--- config.mk ---
export PLATFORM = sky130hd
export DESIGN_NAME = psx_irq_top
export DESIGN_NICKNAME = d
export VERILOG_FILES = /design/src/hw/psx_irq_pkg.sv /design/src/hw/psx_bus_pkg.sv /design/src/hw/psx_irq_regs.sv /design/src/hw/psx_irq_stat.sv /design/src/hw/psx_irq_top.sv
export SDC_FILE = /design/constraint.sdc
export NUM_CORES = 1
export LEC_CHECK = 0
export BUFFER_PORTS_ARGS = -buffer_cell sky130_fd_sc_hd__buf_2
export CORE_MARGIN = 3
export CORE_UTILIZATION = 43
export CTS_BUF_LIST = sky130_fd_sc_hd__clkbuf_8
export DETAILED_ROUTE_END_ITERATION = 16
export PLACE_DENSITY = 0.68
export SYNTH_ARGS = -nofsm -noshare
export SYNTH_HDL_FRONTEND = slang
export SYNTH_SLANG_ARGS = --single-unit
--- constraint.sdc ---
create_clock -name sys_clk -period 1.4 [get_ports sys_clk]
set_input_delay 0.14 -clock sys_clk [delete_from_list [all_inputs] [get_ports sys_clk]]
set_output_delay 0.14 -clock sys_clk [all_outputs]
set_load 0.005 [all_outputs]
--- src/hw/psx_irq_pkg.sv ---
package psx_irq_pkg;

   // Eleven request lines, fixed by the hardware map
   localparam int NUM_SRC = 11;

   // Bit position of each source in I_STAT and I_MASK
   typedef enum logic [3:0] {
      IRQ_VBLANK   = 4'd0,
      IRQ_GPU      = 4'd1,
      IRQ_CDROM    = 4'd2,
      IRQ_DMA      = 4'd3,
      IRQ_TIMER0   = 4'd4,
      IRQ_TIMER1   = 4'd5,
      IRQ_TIMER2   = 4'd6,
      IRQ_CTLMEM   = 4'd7,    // Controller and memory card
      IRQ_SIO      = 4'd8,
      IRQ_SPU      = 4'd9,
      IRQ_LIGHTPEN = 4'd10
   } irq_src_e;

   // Byte lane 0 ends at the controller bit, lane 1 holds SIO and up
   localparam int LANE0_TOP = 7;

   // One bit per source, most significant first so it lines up with the register
   typedef struct packed {
      logic lightpen;
      logic spu;
      logic sio;
      logic ctlmem;
      logic timer2;
      logic timer1;
      logic timer0;
      logic dma;
      logic cdrom;
      logic gpu;
      logic vblank;
   } irq_vec_t;

endpackage

--- src/hw/psx_bus_pkg.sv ---
package psx_bus_pkg;

   localparam int DATA_W = 16;
   localparam int BEN_W  = DATA_W / 8;    // One enable per byte lane

   // Register select, decoded from the low address bit by the bus
   typedef enum logic {
      REG_STAT = 1'b0,
      REG_MASK = 1'b1
   } reg_sel_e;

   // Single-cycle CPU access, wen and ren are never high together
   typedef struct packed {
      logic              wen;
      logic              ren;
      logic [BEN_W-1:0]  ben;
      reg_sel_e          sel;
      logic [DATA_W-1:0] wdata;
   } bus_req_t;

endpackage

--- src/hw/psx_irq_regs.sv ---
`timescale 1ns/1ps

module psx_irq_regs (
   input  logic                           sys_clk,
   input  logic                           rst,
   input  psx_bus_pkg::bus_req_t          req_i,
   input  psx_irq_pkg::irq_vec_t          stat_i,
   output psx_irq_pkg::irq_vec_t          mask_o,
   output psx_irq_pkg::irq_vec_t          ack_we_o,
   output psx_irq_pkg::irq_vec_t          ack_data_o,
   output logic [psx_bus_pkg::DATA_W-1:0] rdata_o,
   output logic                           rdata_valid_o
);
   import psx_irq_pkg::*;
   import psx_bus_pkg::*;

   logic [NUM_SRC-1:0] lane_bits;    // Register bits reached by the enabled lanes
   logic [NUM_SRC-1:0] wr_bits;
   logic [NUM_SRC-1:0] stat_wr;
   logic [NUM_SRC-1:0] mask_wr;
   logic [NUM_SRC-1:0] mask_q;
   logic [NUM_SRC-1:0] stat_v;
   logic [DATA_W-1:0]  rd_word;
   logic [DATA_W-1:0]  rdata_q;
   logic               rvalid_q;

   // Spread the byte enables over the register bits
   function automatic logic [NUM_SRC-1:0] lanes_to_bits(input logic [BEN_W-1:0] ben);
      logic [NUM_SRC-1:0] bits;
      bits = '0;
      for (int i = 0; i < NUM_SRC; i++) begin
         if (i <= LANE0_TOP) begin
            bits[i] = ben[0];
         end else begin
            bits[i] = ben[1];
         end
      end
      return bits;
   endfunction

   assign lane_bits = lanes_to_bits(req_i.ben);
   assign wr_bits   = req_i.wdata[NUM_SRC-1:0];
   assign stat_v    = stat_i;

   always_comb begin
      stat_wr = '0;
      mask_wr = '0;
      if (req_i.wen) begin
         if (req_i.sel == REG_STAT) begin
            stat_wr = lane_bits;
         end else begin
            mask_wr = lane_bits;
         end
      end
   end

   // I_STAT is acknowledged in the status block, only the enables are formed here
   assign ack_we_o   = stat_wr;
   assign ack_data_o = wr_bits;

   always_ff @(posedge sys_clk or posedge rst) begin
      if (rst) begin
         mask_q <= '0;
      end else begin
         mask_q <= (mask_q & ~mask_wr) | (wr_bits & mask_wr);
      end
   end

   assign mask_o = mask_q;

   always_comb begin
      case (req_i.sel)
         REG_STAT: rd_word = {{(DATA_W-NUM_SRC){1'b0}}, stat_v};
         default:  rd_word = {{(DATA_W-NUM_SRC){1'b0}}, mask_q};
      endcase
   end

   always_ff @(posedge sys_clk or posedge rst) begin
      if (rst) begin
         rvalid_q <= 1'b0;
      end else begin
         rvalid_q <= req_i.ren;    // One pulse per read strobe
      end
   end

   always_ff @(posedge sys_clk) begin
      if (req_i.ren) begin
         rdata_q <= rd_word;    // Value before this edge's writes
      end
   end

   assign rdata_o       = rdata_q;
   assign rdata_valid_o = rvalid_q;

endmodule

--- src/hw/psx_irq_stat.sv ---
`timescale 1ns/1ps

module psx_irq_stat (
   input  logic                  sys_clk,
   input  logic                  rst,
   input  psx_irq_pkg::irq_vec_t src_i,
   input  psx_irq_pkg::irq_vec_t mask_i,
   input  psx_irq_pkg::irq_vec_t ack_we_i,
   input  psx_irq_pkg::irq_vec_t ack_data_i,
   output psx_irq_pkg::irq_vec_t stat_o,
   output logic                  irq_o
);
   import psx_irq_pkg::*;

   logic [NUM_SRC-1:0] src_v;
   logic [NUM_SRC-1:0] mask_v;
   logic [NUM_SRC-1:0] ack_we_v;
   logic [NUM_SRC-1:0] ack_data_v;
   logic [NUM_SRC-1:0] stat_q;
   logic [NUM_SRC-1:0] stat_d;
   logic [NUM_SRC-1:0] wait_q;    // Set while a captured request is still high
   logic [NUM_SRC-1:0] wait_d;

   assign src_v      = src_i;
   assign mask_v     = mask_i;
   assign ack_we_v   = ack_we_i;
   assign ack_data_v = ack_data_i;

   for (genvar i = 0; i < NUM_SRC; i++) begin : g_src
      logic set_ev;
      logic clr_ev;

      // A request is taken once per high period and only when enabled
      assign set_ev = src_v[i] & ~wait_q[i] & mask_v[i];

      // Writing a zero clears the bit, writing a one leaves it alone
      assign clr_ev = ack_we_v[i] & ~ack_data_v[i];

      always_comb begin
         if (set_ev) begin
            stat_d[i] = 1'b1;    // A new event beats a clear in the same cycle
         end else if (clr_ev) begin
            stat_d[i] = 1'b0;
         end else begin
            stat_d[i] = stat_q[i];
         end
      end

      // The wait flag drops as soon as the line is seen low
      always_comb begin
         if (!src_v[i]) begin
            wait_d[i] = 1'b0;
         end else begin
            wait_d[i] = wait_q[i] | set_ev;
         end
      end
   end

   always_ff @(posedge sys_clk or posedge rst) begin
      if (rst) begin
         stat_q <= '0;
         wait_q <= '0;
      end else begin
         stat_q <= stat_d;
         wait_q <= wait_d;
      end
   end

   assign stat_o = stat_q;

   // Masking a pending bit later hides it from the CPU but keeps it in I_STAT
   assign irq_o = |(stat_q & mask_v);

endmodule

--- src/hw/psx_irq_top.sv ---
`timescale 1ns/1ps

module psx_irq_top (
   input  logic                           sys_clk,
   input  logic                           rst,
   input  psx_bus_pkg::bus_req_t          req_i,
   input  psx_irq_pkg::irq_vec_t          src_i,
   output logic [psx_bus_pkg::DATA_W-1:0] rdata_o,
   output logic                           rdata_valid_o,
   output logic                           irq_o
);
   import psx_irq_pkg::*;

   irq_vec_t mask;
   irq_vec_t ack_we;
   irq_vec_t ack_data;
   irq_vec_t stat;

   // Bus side, holds I_MASK and turns I_STAT writes into acknowledges
   psx_irq_regs i_psx_irq_regs (
      .sys_clk       (sys_clk),
      .rst           (rst),
      .req_i         (req_i),
      .stat_i        (stat),
      .mask_o        (mask),
      .ack_we_o      (ack_we),
      .ack_data_o    (ack_data),
      .rdata_o       (rdata_o),
      .rdata_valid_o (rdata_valid_o)
   );

   // Peripheral side, edge capture and the CPU interrupt line
   psx_irq_stat i_psx_irq_stat (
      .sys_clk    (sys_clk),
      .rst        (rst),
      .src_i      (src_i),
      .mask_i     (mask),
      .ack_we_i   (ack_we),
      .ack_data_i (ack_data),
      .stat_o     (stat),
      .irq_o      (irq_o)
   );

endmodule

==> flow_summary.toml, run 1 <==
[yosys]
yosysWarningCount = 0
yosysUniqueCellTypes = 18
synth_top_family_by_area = "multiplexers"
syn_area_um2 = 1830
ys_ff_latch = 45
synth_mux_area_share_pct = 13.5
synth-edff-count = 11
ys.flop_type = "dfrtp_1"
ys_top_cells_by_area = "dfrtp_1 46%, edfxtp_1 18%, mux2_2 14%, nand3b_1 4.5%, o21a_1 4.5%"
synth_top_area_share_pct = 46.4
synth_compound_area_share_pct = 10.2
synthArstFlopShare_pct = 75.6
yosysSeqAreaShare_pct = 64.5
yosys.area.top_type = "dfrtp_1"
synth_common_cells = "34 x dfrtp_1, 22 x mux2_2, 14 x nand2_1"
synth_xor_area_share_pct = 0
yosysMostFrequentCell = "dfrtp_1"
synth.avg_cell_area_um2 = 14.0
yosys.area_share.simple_pct = 8.88
synthAdderAreaFrac_pct = 0
syn-instance-count = 131

[route]
drc = 0
firstDrtPassIters = 4
drt_wl_total_um = 3640
post_drt_wl_per_cell_um = 15.5
antenna_left = 0
drt_iter0_markers = 99
vias = 1189
vias_per_cell = 5.06

[finish]
drive_gt1_share_pct = 42.2
final_nets = 218
instances_no_fill = 235
syn_to_final_growth_pct = 20.9
diodes = 0

[sta]
fmax_ghz = 0.612
finClkSkew_ns = 0.00657
timing.final.crit_share_pct = 117
drv_slew = 0
timing.final.ws_setup_ns = -0.235
period_minus_slack_ns = 1.63
whs_ns = 0.0685
rsz0062_at_grt = "yes"
final-setup-viol-count = 1
hold_viol = 0

[clock_network]
clk_pin_slew_ns = 0.08
cts_tree = "built"
h-tree-depth = 2
clkLatencyLatePin_ns = 0.29
ctsResizeCount = 0
numClockSinks = 45
clockRootBuffer = "clkbuf_8"
clockBufferDepth = 2
cts_buffers = 5

[placed_design]
dp.cells = 223
io_buffers = 41
place_hpwl_um = 2620
gp_congestion = 0.798

[worst_setup_path]
setup.worst_path.class = "register to output pin"
critical_path.startpoint_type = "register"
worst_ep_required_time_ns = 1.26
worstPathCellList = "a22o_2 -> a221oi_2 -> and3_1 -> nand2_1 -> buf_2"
cpPeakStageDelay_ns = 0.38
endpoint_kind = "output pin"
arrival_ns = 1.49
crit_fanout = 2
cpMaxStageDelayCell = "dfrtp_1"

[die]
die_height_um = 71.3
core-area_um2 = 4060
rows = 23
die_w_um = 71.3
die_area_um2 = 5080
start_util_pct = 45.1
io_pins = 52

[outcome]
status = "finished with violations"
violations = "setup timing"

[global_routing]
grt_pass1_wl_um = 5840
grt_use_met1_pct = 20.0
met2_usage_pct = 23.9
grt-busiest-layer = "met2"
antenna_found_initial = 0
grt_max_degree = 35
grt_use_met3_pct = 4.49
grt_use_total_pct = 15.2
grt-ovfl-total = 0
first_global_vias = 1197

[power]
finalPower_uw = 3090
p_leak_uw = 0.000964
powerDensity_nw_per_um2 = 1400
ir_worst_vdd_v = 0.000762

[job]
maxCapViolCount = 0

[worst_hold_path]
hold_path.class = "input port to register"
==> metrics by stage <==
step	util [%]	TNS, ns	worst slack (ns)	cell area, µm²
6_report	54.6	-0.235	-0.235	2210
3_3_place_gp	51.6	0	0.0938	2090
2_1_floorplan	-	0	0.252	1850
3_5_place_dp	51.6	0	0.103	2090
5_1_grt	54.6	-0.302	-0.302	2210
4_1_cts	54.2	-0.216	-0.216	2200
==> cell families after synthesis <==
family	Yosys count
simple gates	29
compound gates	27
other cells	1
flops	45
buf+inv	7
mux	22
==> layout by cell type (no fill, tap or decap) <==
cell and count:
o21ai_0 11, a222oi_1 1, nand3_1 1, nand3b_1 11, a221oi_2 1, and3_1 1
nand3_2 1, dfrtp_1 34, nor2b_1 1, mux2_2 22, buf_4 6, a22o_2 1
nand2_1 14, clkbuf_8 6, a22oi_1 2, buf_2 41, dlygate4sd3_1 1, edfxtp_1 11
conb_1 5, o21a_1 11, inv_1 3
==> layout make-up <==
cell class | count | area (µm²)
Fill cell | 347 | 1840
Multi-Input combinational cell | 83 | 617
Clock buffer | 6 | 82.6
Clock inverter | 2 | 7.51
Inverter | 1 | 3.75
Tap cell | 50 | 62.6
Timing Repair Buffer | 48 | 260
Sequential cell | 45 | 1180
==> report_power, final <==
part,switching (µW),total [µW],internal (µW)
Clock,399,787,388
Sequential,161,1760,1600
Combinational,225,545,320
Total,785,3090,2310
==> path summary, 6_finish.rpt <==
kind | from | to | slack (ns) | cells after the start
max | i_psx_irq_stat.stat_o[4]$_DFFE_PP0P_ | irq_o | -0.23 | 5
min in group asynchronous | rst | i_psx_irq_stat.wait_q[2]$_DFF_PP0_ | 0.48 | 4
max in group asynchronous | rst | asynchronous set/reset pin | 0.61 | 4
min | src_i[7] | i_psx_irq_stat.wait_q[7]$_DFF_PP0_ | 0.07 | 2
min reg2reg | i_psx_irq_stat.wait_q[6]$_DFF_PP0_ | i_psx_irq_stat.wait_q[6]$_DFF_PP0_ | 0.47 | 1
max reg2reg | register | i_psx_irq_regs.rdata_o[0]$_DFFE_PP_ | 0.25 | 3
==> timing repair <==
action                                 in CTS  in global routing
hold buffers                                1                  0
cloned                                      0                  0
setup buffers                               1                  2
setup endpoints to repair                   1                  1
pin swaps                                   1                  1
endpoints found under the hold margin      34                  0
==> per-layer routing <==
layer / vias up / routed length (µm)
li1: 569 / -
met1: 577 / 1520
met2: 39 / 1780
met3: 4 / 296
met4: 0 / 34
met5: - / 0
==> worst max-delay path, delay by kind of cell, from the launching register on <==
kind                   cells  cell delay (ns)
AOI/OAI and AO/OA          2             0.43
DFF                        1             0.38
buffers and inverters      1             0.14
and+or+nand+nor            2             0.25
No activity file was read; power rests on OpenSTA's default activity.
==> run 2: changes to the inputs <==
--- a/config.mk
+++ b/config.mk
@@ -5,12 +5,13 @@
 export SDC_FILE = /design/constraint.sdc
 export NUM_CORES = 1
 export LEC_CHECK = 0
+export ABC_AREA = 1
 export BUFFER_PORTS_ARGS = -buffer_cell sky130_fd_sc_hd__buf_2
 export CORE_MARGIN = 3
 export CORE_UTILIZATION = 43
 export CTS_BUF_LIST = sky130_fd_sc_hd__clkbuf_8
 export DETAILED_ROUTE_END_ITERATION = 16
-export PLACE_DENSITY = 0.68
+export PLACE_DENSITY = 0.67
 export SYNTH_ARGS = -nofsm -noshare
 export SYNTH_HDL_FRONTEND = slang
 export SYNTH_SLANG_ARGS = --single-unit
==> constraint.sdc (replaced) <==
create_clock -name sys_clk -period 1.7 [get_ports sys_clk]
set_input_delay 0.17 -clock sys_clk [delete_from_list [all_inputs] [get_ports sys_clk]]
set_output_delay 0.17 -clock sys_clk [all_outputs]
set_load 0.005 [all_outputs]
==> run 2 against run 1 <==
  * The run now ends clean
  * Worst setup slack better by 0.57 ns
  * Final area up 4.4%
  * Sequential share of layout area down 2.3 points
  * Worst hold slack better by 0.023 ns
  * Synthesized area up 9.4%
  * Highest routed layer unchanged
  * Sequential cell count unchanged
  * Global-route usage down 1.4 points
  * Critical path depth unchanged
  * Largest power group unchanged
  * Wire length down 4.8%
  * Final cell count up 22%
  * Combinational power down 17%
  * Register-to-register slack better by 0.50 ns
  * Critical path type unchanged
==> flow_summary.toml, run 2 <==
[route]
post_drt_wl_per_cell_um = 12.1
drc = 0
antenna_left = 0
drt_wl_total_um = 3460
top_layer_used = "met4"
met2_length_um = 1540
dr_wl_met3_um = 205
wl_met1_um = 1660
vias_per_cell = 4.69
firstDrtPassIters = 4
vias = 1340
drt_iter0_markers = 60

[yosys]
yosysMostFrequentCell = "nand2_1"
ys_top_cells_by_area = "dfrtp_1 42%, edfxtp_1 16%, nand2_1 12%, o21a_1 4.1%, o21ai_2 3.5%"
ys_ff_latch = 45
yosysUniqueCellTypes = 21
yosysWarningCount = 0
ys.flop_type = "dfrtp_1"
synth-edff-count = 11
synth_top_area_share_pct = 42.4
synth_common_cells = "63 x nand2_1, 34 x dfrtp_1, 15 x inv_1"
synthArstFlopShare_pct = 75.6
yosysSeqAreaShare_pct = 58.9
synth.avg_cell_area_um2 = 10.7
syn-instance-count = 187
syn_area_um2 = 2000
yosys.area.top_type = "dfrtp_1"

[global_routing]
grt_use_total_pct = 13.8
grt-ovfl-total = 0
grt_max_degree = 35
first_global_vias = 1225
grt_pass1_wl_um = 5650
antenna_found_initial = 0

[worst_setup_path]
worst-path-buf-inv = 1
r2r_end = "i_psx_irq_regs.rdata_o[10]$_DFFE_PP_"
critical_path.startpoint_type = "register"
setup.worst_path.class = "register to output pin"
r2r_slack_ns = 0.75
endpoint_kind = "output pin"
arrival_ns = 1.20
worstPathCellList = "nand2_1 -> nand2_1 -> nor2_1 -> nand3_1 -> buf_2"
cpMaxStageDelayCell = "dfrtp_1"
path_delay_family = "flip-flops"
cpPeakStageDelay_ns = 0.43
worst_ep_required_time_ns = 1.53
reg2regPathDepth = 1
cp_common_cell = "nand2_1"
crit_fanout = 5

[die]
die_w_um = 74.3
die_area_um2 = 5520
core-area_um2 = 4410
start_util_pct = 45.4
rows = 24
die_height_um = 74.3
io_pins = 52

[placed_design]
gp_congestion = 0.763
io_buffers = 41
place_hpwl_um = 2450

[finish]
diodes = 0
final_cell_mix = "63 x nand2_1, 41 x buf_2, 34 x dfrtp_1"
syn_to_final_growth_pct = 15.4
drive_gt1_share_pct = 29.5
final_common_cell = "nand2_1"
final_nets = 267

[power]
finalPower_uw = 2510
p_leak_uw = 0.00115
ir_worst_vdd_v = 0.000499
powerDensity_nw_per_um2 = 1090

[clock_network]
clk_pin_slew_ns = 0.08
cts_tree = "built"
numClockSinks = 45
clockRootBuffer = "clkbuf_8"
clockBufferDepth = 2
h-tree-depth = 2
cts_buffers = 5
ctsResizeCount = 0
cts_hold_buf = 1
post_cts_buffers = 0
clkLatencyLatePin_ns = 0.29

[sta]
setup_tns_ns = 0
fmax_ghz = 0.730
timing.final.crit_share_pct = 80.6
drv_slew = 0
relSlewSlack_pct = 66.1
finClkSkew_ns = 0.00323
final-setup-viol-count = 0
hold_viol = 0
rsz0062_at_grt = "no"
worst_slew_pin_slew_ns = 0.509
period_minus_slack_ns = 1.37

[worst_hold_path]
holdPathEnd = "i_psx_irq_stat.wait_q[9]$_DFF_PP0_"
hold_start = "src_i[9]"
hold_path_depth = 2
hold_path.class = "input port to register"

[outcome]
status = "completed"

[job]
maxCapViolCount = 0
-- run 2: cells by family after synthesis --
kind of cell	share of synthesized area, %
AOI/OAI and AO/OA	8.86
muxes	5.81
DFF	58.9
other	0.187
buffers and inverters	6.55
and+or+nand+nor	19.7
-- run 2: layer usage --
metal  up-vias  GRT usage (%)
met1       607           18.0
met2        40           21.8
met5         -              0
li1        686              -
met3         7           3.65
met4         0           5.93
-- run 2: where the power goes --
group          internal (µW)  total (µW)  switching, µW
Sequential              1320        1450            131
Clock                    274         611            337
Combinational            237         455            218
-- run 2: stage by stage --
stage | utilization (%) | hold slack (ns) | instances | setup slack [ns] | instance area [µm²]
final | 52.4 | 0.0915 | 286 | 0.331 | 2310
after global routing | 52.4 | 0.0929 | 286 | 0.210 | 2310
after CTS | 52.4 | 0.0836 | 286 | 0.294 | 2310
after detailed placement | 50.3 | 0.290 | 277 | 0.406 | 2220
after global placement | 50.3 | 0.292 | 277 | 0.439 | 2220
after floorplan | - | 0.201 | 191 | 0.714 | 2020
-- run 2: worst max path at each step --
stage | to | depth (start not counted)
3_5_place_dp | register | 4
4_1_cts | irq_o | 5
3_3_place_gp | register | 4
5_1_grt | irq_o | 5
6_report | irq_o | 5
2_1_floorplan | i_psx_irq_regs.rdata_o[6]$_DFFE_PP_ | 3
-- run 2: cell type report --
| class | count | area (µm²) |
|---|---|---|
| Tap cell | 52 | 65.1 |
| Clock buffer | 5 | 68.8 |
| Inverter | 15 | 56.3 |
| Multi-Input combinational cell | 123 | 707 |
| Timing Repair Buffer | 43 | 223 |
| Fill cell | 412 | 2100 |
| Sequential cell | 45 | 1180 |
| Clock inverter | 3 | 11.3 |
==> run 3: changes to the inputs <==
==> constraint.sdc (replaced) <==
create_clock -name sys_clk -period 1.3 [get_ports sys_clk]
set_input_delay 0.13 -clock sys_clk [delete_from_list [all_inputs] [get_ports sys_clk]]
set_output_delay 0.13 -clock sys_clk [all_outputs]
set_load 0.005 [all_outputs]
==> run 3 against run 2 <==
  * Global-route usage increased by 0.76 points
  * Worst hold slack got worse by 0.035 ns
  * Largest cell class unchanged
  * Wire length increased by 3.3%
  * Critical path depth unchanged
  * Die area unchanged
  * Largest power group unchanged
==> flow_summary.toml, run 3 (same netlist as run 2, synthesis figures left out) <==
[worst_setup_path]
path_delay_family = "flip-flops"
endpoint_kind = "output pin"
reg2regPathDepth = 2
arrival_ns = 1.17
cp_common_cell = "nand2_1"
cpMaxStageDelayCell = "dfrtp_1"
crit_fanout = 4
r2r_end = "i_psx_irq_regs.rdata_o[8]$_DFFE_PP_"
worst-path-buf-inv = 1
r2r_slack_ns = 0.27
cpPeakStageDelay_ns = 0.41
worst_ep_required_time_ns = 1.17
critical_path.startpoint_type = "register"
setup.worst_path.class = "register to output pin"
worstPathCellList = "nand2_1 -> nand2_1 -> nor2_1 -> nand3_1 -> buf_2"

[global_routing]
antenna_found_initial = 0
grt_max_degree = 35
grt_pass1_wl_um = 5890
grt-ovfl-total = 0
grt_use_total_pct = 14.5
first_global_vias = 1323

[route]
drt_iter0_markers = 56
drt_wl_total_um = 3580
firstDrtPassIters = 4
post_drt_wl_per_cell_um = 11.9
drc = 0
vias_per_cell = 4.58
antenna_left = 0
vias = 1373

[power]
p_leak_uw = 0.00122
finalPower_uw = 3390
powerDensity_nw_per_um2 = 1400
ir_worst_vdd_v = 0.000966

[placed_design]
gp_congestion = 0.811
place_ws_ns = 0.123
place_hpwl_um = 2480
io_buffers = 41

[worst_hold_path]
holdPathEnd = "i_psx_irq_stat.wait_q[9]$_DFF_PP0_"
hold_path.class = "input port to register"
hold_start = "src_i[9]"
hold_path_depth = 2

[finish]
utilization_pct = 54.9
fillers = 408
final_common_cell = "nand2_1"
final_cell_mix = "63 x nand2_1, 41 x buf_2, 34 x dfrtp_1"
syn_to_final_growth_pct = 20.8
diodes = 0
drive_gt1_share_pct = 34.3
final_nets = 281

[job]
maxCapViolCount = 0

[sta]
timing.final.ws_setup_ns = 0.00491
timing.final.crit_share_pct = 99.6
hold_viol = 0
finClkSkew_ns = 0.00506
fmax_ghz = 0.772
rsz0062_at_grt = "yes"
period_minus_slack_ns = 1.30
drv_slew = 0
final-setup-viol-count = 0

[die]
die_w_um = 74.3
start_util_pct = 45.4
io_pins = 52
core-area_um2 = 4410
rows = 24
die_height_um = 74.3
die_area_um2 = 5520

[clock_network]
numClockSinks = 45
h-tree-depth = 2
cts_buffers = 5
clockBufferDepth = 2
clkLatencyLatePin_ns = 0.29
clockRootBuffer = "clkbuf_8"
cts_tree = "built"
clk_pin_slew_ns = 0.08

[outcome]
status = "completed"
[run 3: changes by cell type in the layout (fill, tap and decap cells not counted), sizes merged]
cell / previous run / this run
buf: 42 / 56
[run 3: worst max-delay path by stage]
stage	from	endpoint	slack, ns	cells after the start
after floorplan	req_i[16]	i_psx_irq_regs.rdata_o[6]$_DFFE_PP_	0.35	3
after global placement	req_i[16]	i_psx_irq_regs.rdata_o[1]$_DFFE_PP_	0.13	2
after detailed placement	req_i[16]	i_psx_irq_regs.rdata_o[10]$_DFFE_PP_	0.12	2
after CTS	i_psx_irq_stat.stat_o[7]$_DFFE_PP0P_	irq_o	-0.02	5
after global routing	register	irq_o	-0.08	5
final	register	irq_o	0.005	5
[run 3: layout make-up]
class / instances / area (µm²) / share of cell area [%]
Multi-Input combinational cell: 123 / 712 / 29.4
Inverter: 15 / 56.3 / 2.32
Clock buffer: 5 / 68.8 / 2.84
Clock inverter: 3 / 11.3 / 0.465
Sequential cell: 45 / 1180 / 48.8
Timing Repair Buffer: 57 / 328 / 13.5
Tap cell: 52 / 65.1 / 2.69
[run 3: metrics by stage]
step / hold slack [ns] / TNS (ns) / instances / area [µm²]
2_1_floorplan: 0.161 / 0 / 191 / 2020
3_3_place_gp: 0.252 / 0 / 280 / 2240
3_5_place_dp: 0.247 / 0 / 280 / 2240
4_1_cts: 0.0471 / -0.0160 / 299 / 2410
5_1_grt: 0.0530 / -0.0787 / 300 / 2420
6_report: 0.0568 / 0 / 300 / 2420
[run 3: power by group]
| part | internal (µW) | switching, µW | leakage [µW] |
|---|---|---|---|
| clock network | 358 | 423 | 0.0000519 |
| registers | 1720 | 142 | 0.000517 |
| logic | 399 | 346 | 0.000652 |
| total | 2480 | 911 | 0.00122 |
[run 3: worst reg2reg max path, cell delays in order, from the launching register on]
cell     delay (ns)
dfrtp_1        0.40
buf_4          0.15
mux2_4         0.25
[run 3: timing repair]
item / 4_1_cts / 5_1_grt
setup endpoints to repair: 1 / 1
pin swaps: 3 / 1
hold endpoints to repair: 34 / 0
buffers inserted: 10 / 1
resized for setup: 0 / 2
hold buffers: 1 / 0
[run 3: routing by layer]
layer  vias to the layer above  global-route usage, %  part of all wire, %
li1                        712                      -                    -
met1                       623                   18.3                   45
met2                        32                   23.5                   47
met3                         6                   4.73                  6.5
met4                         0                   5.34                  1.6
met5                         -                      0                    0
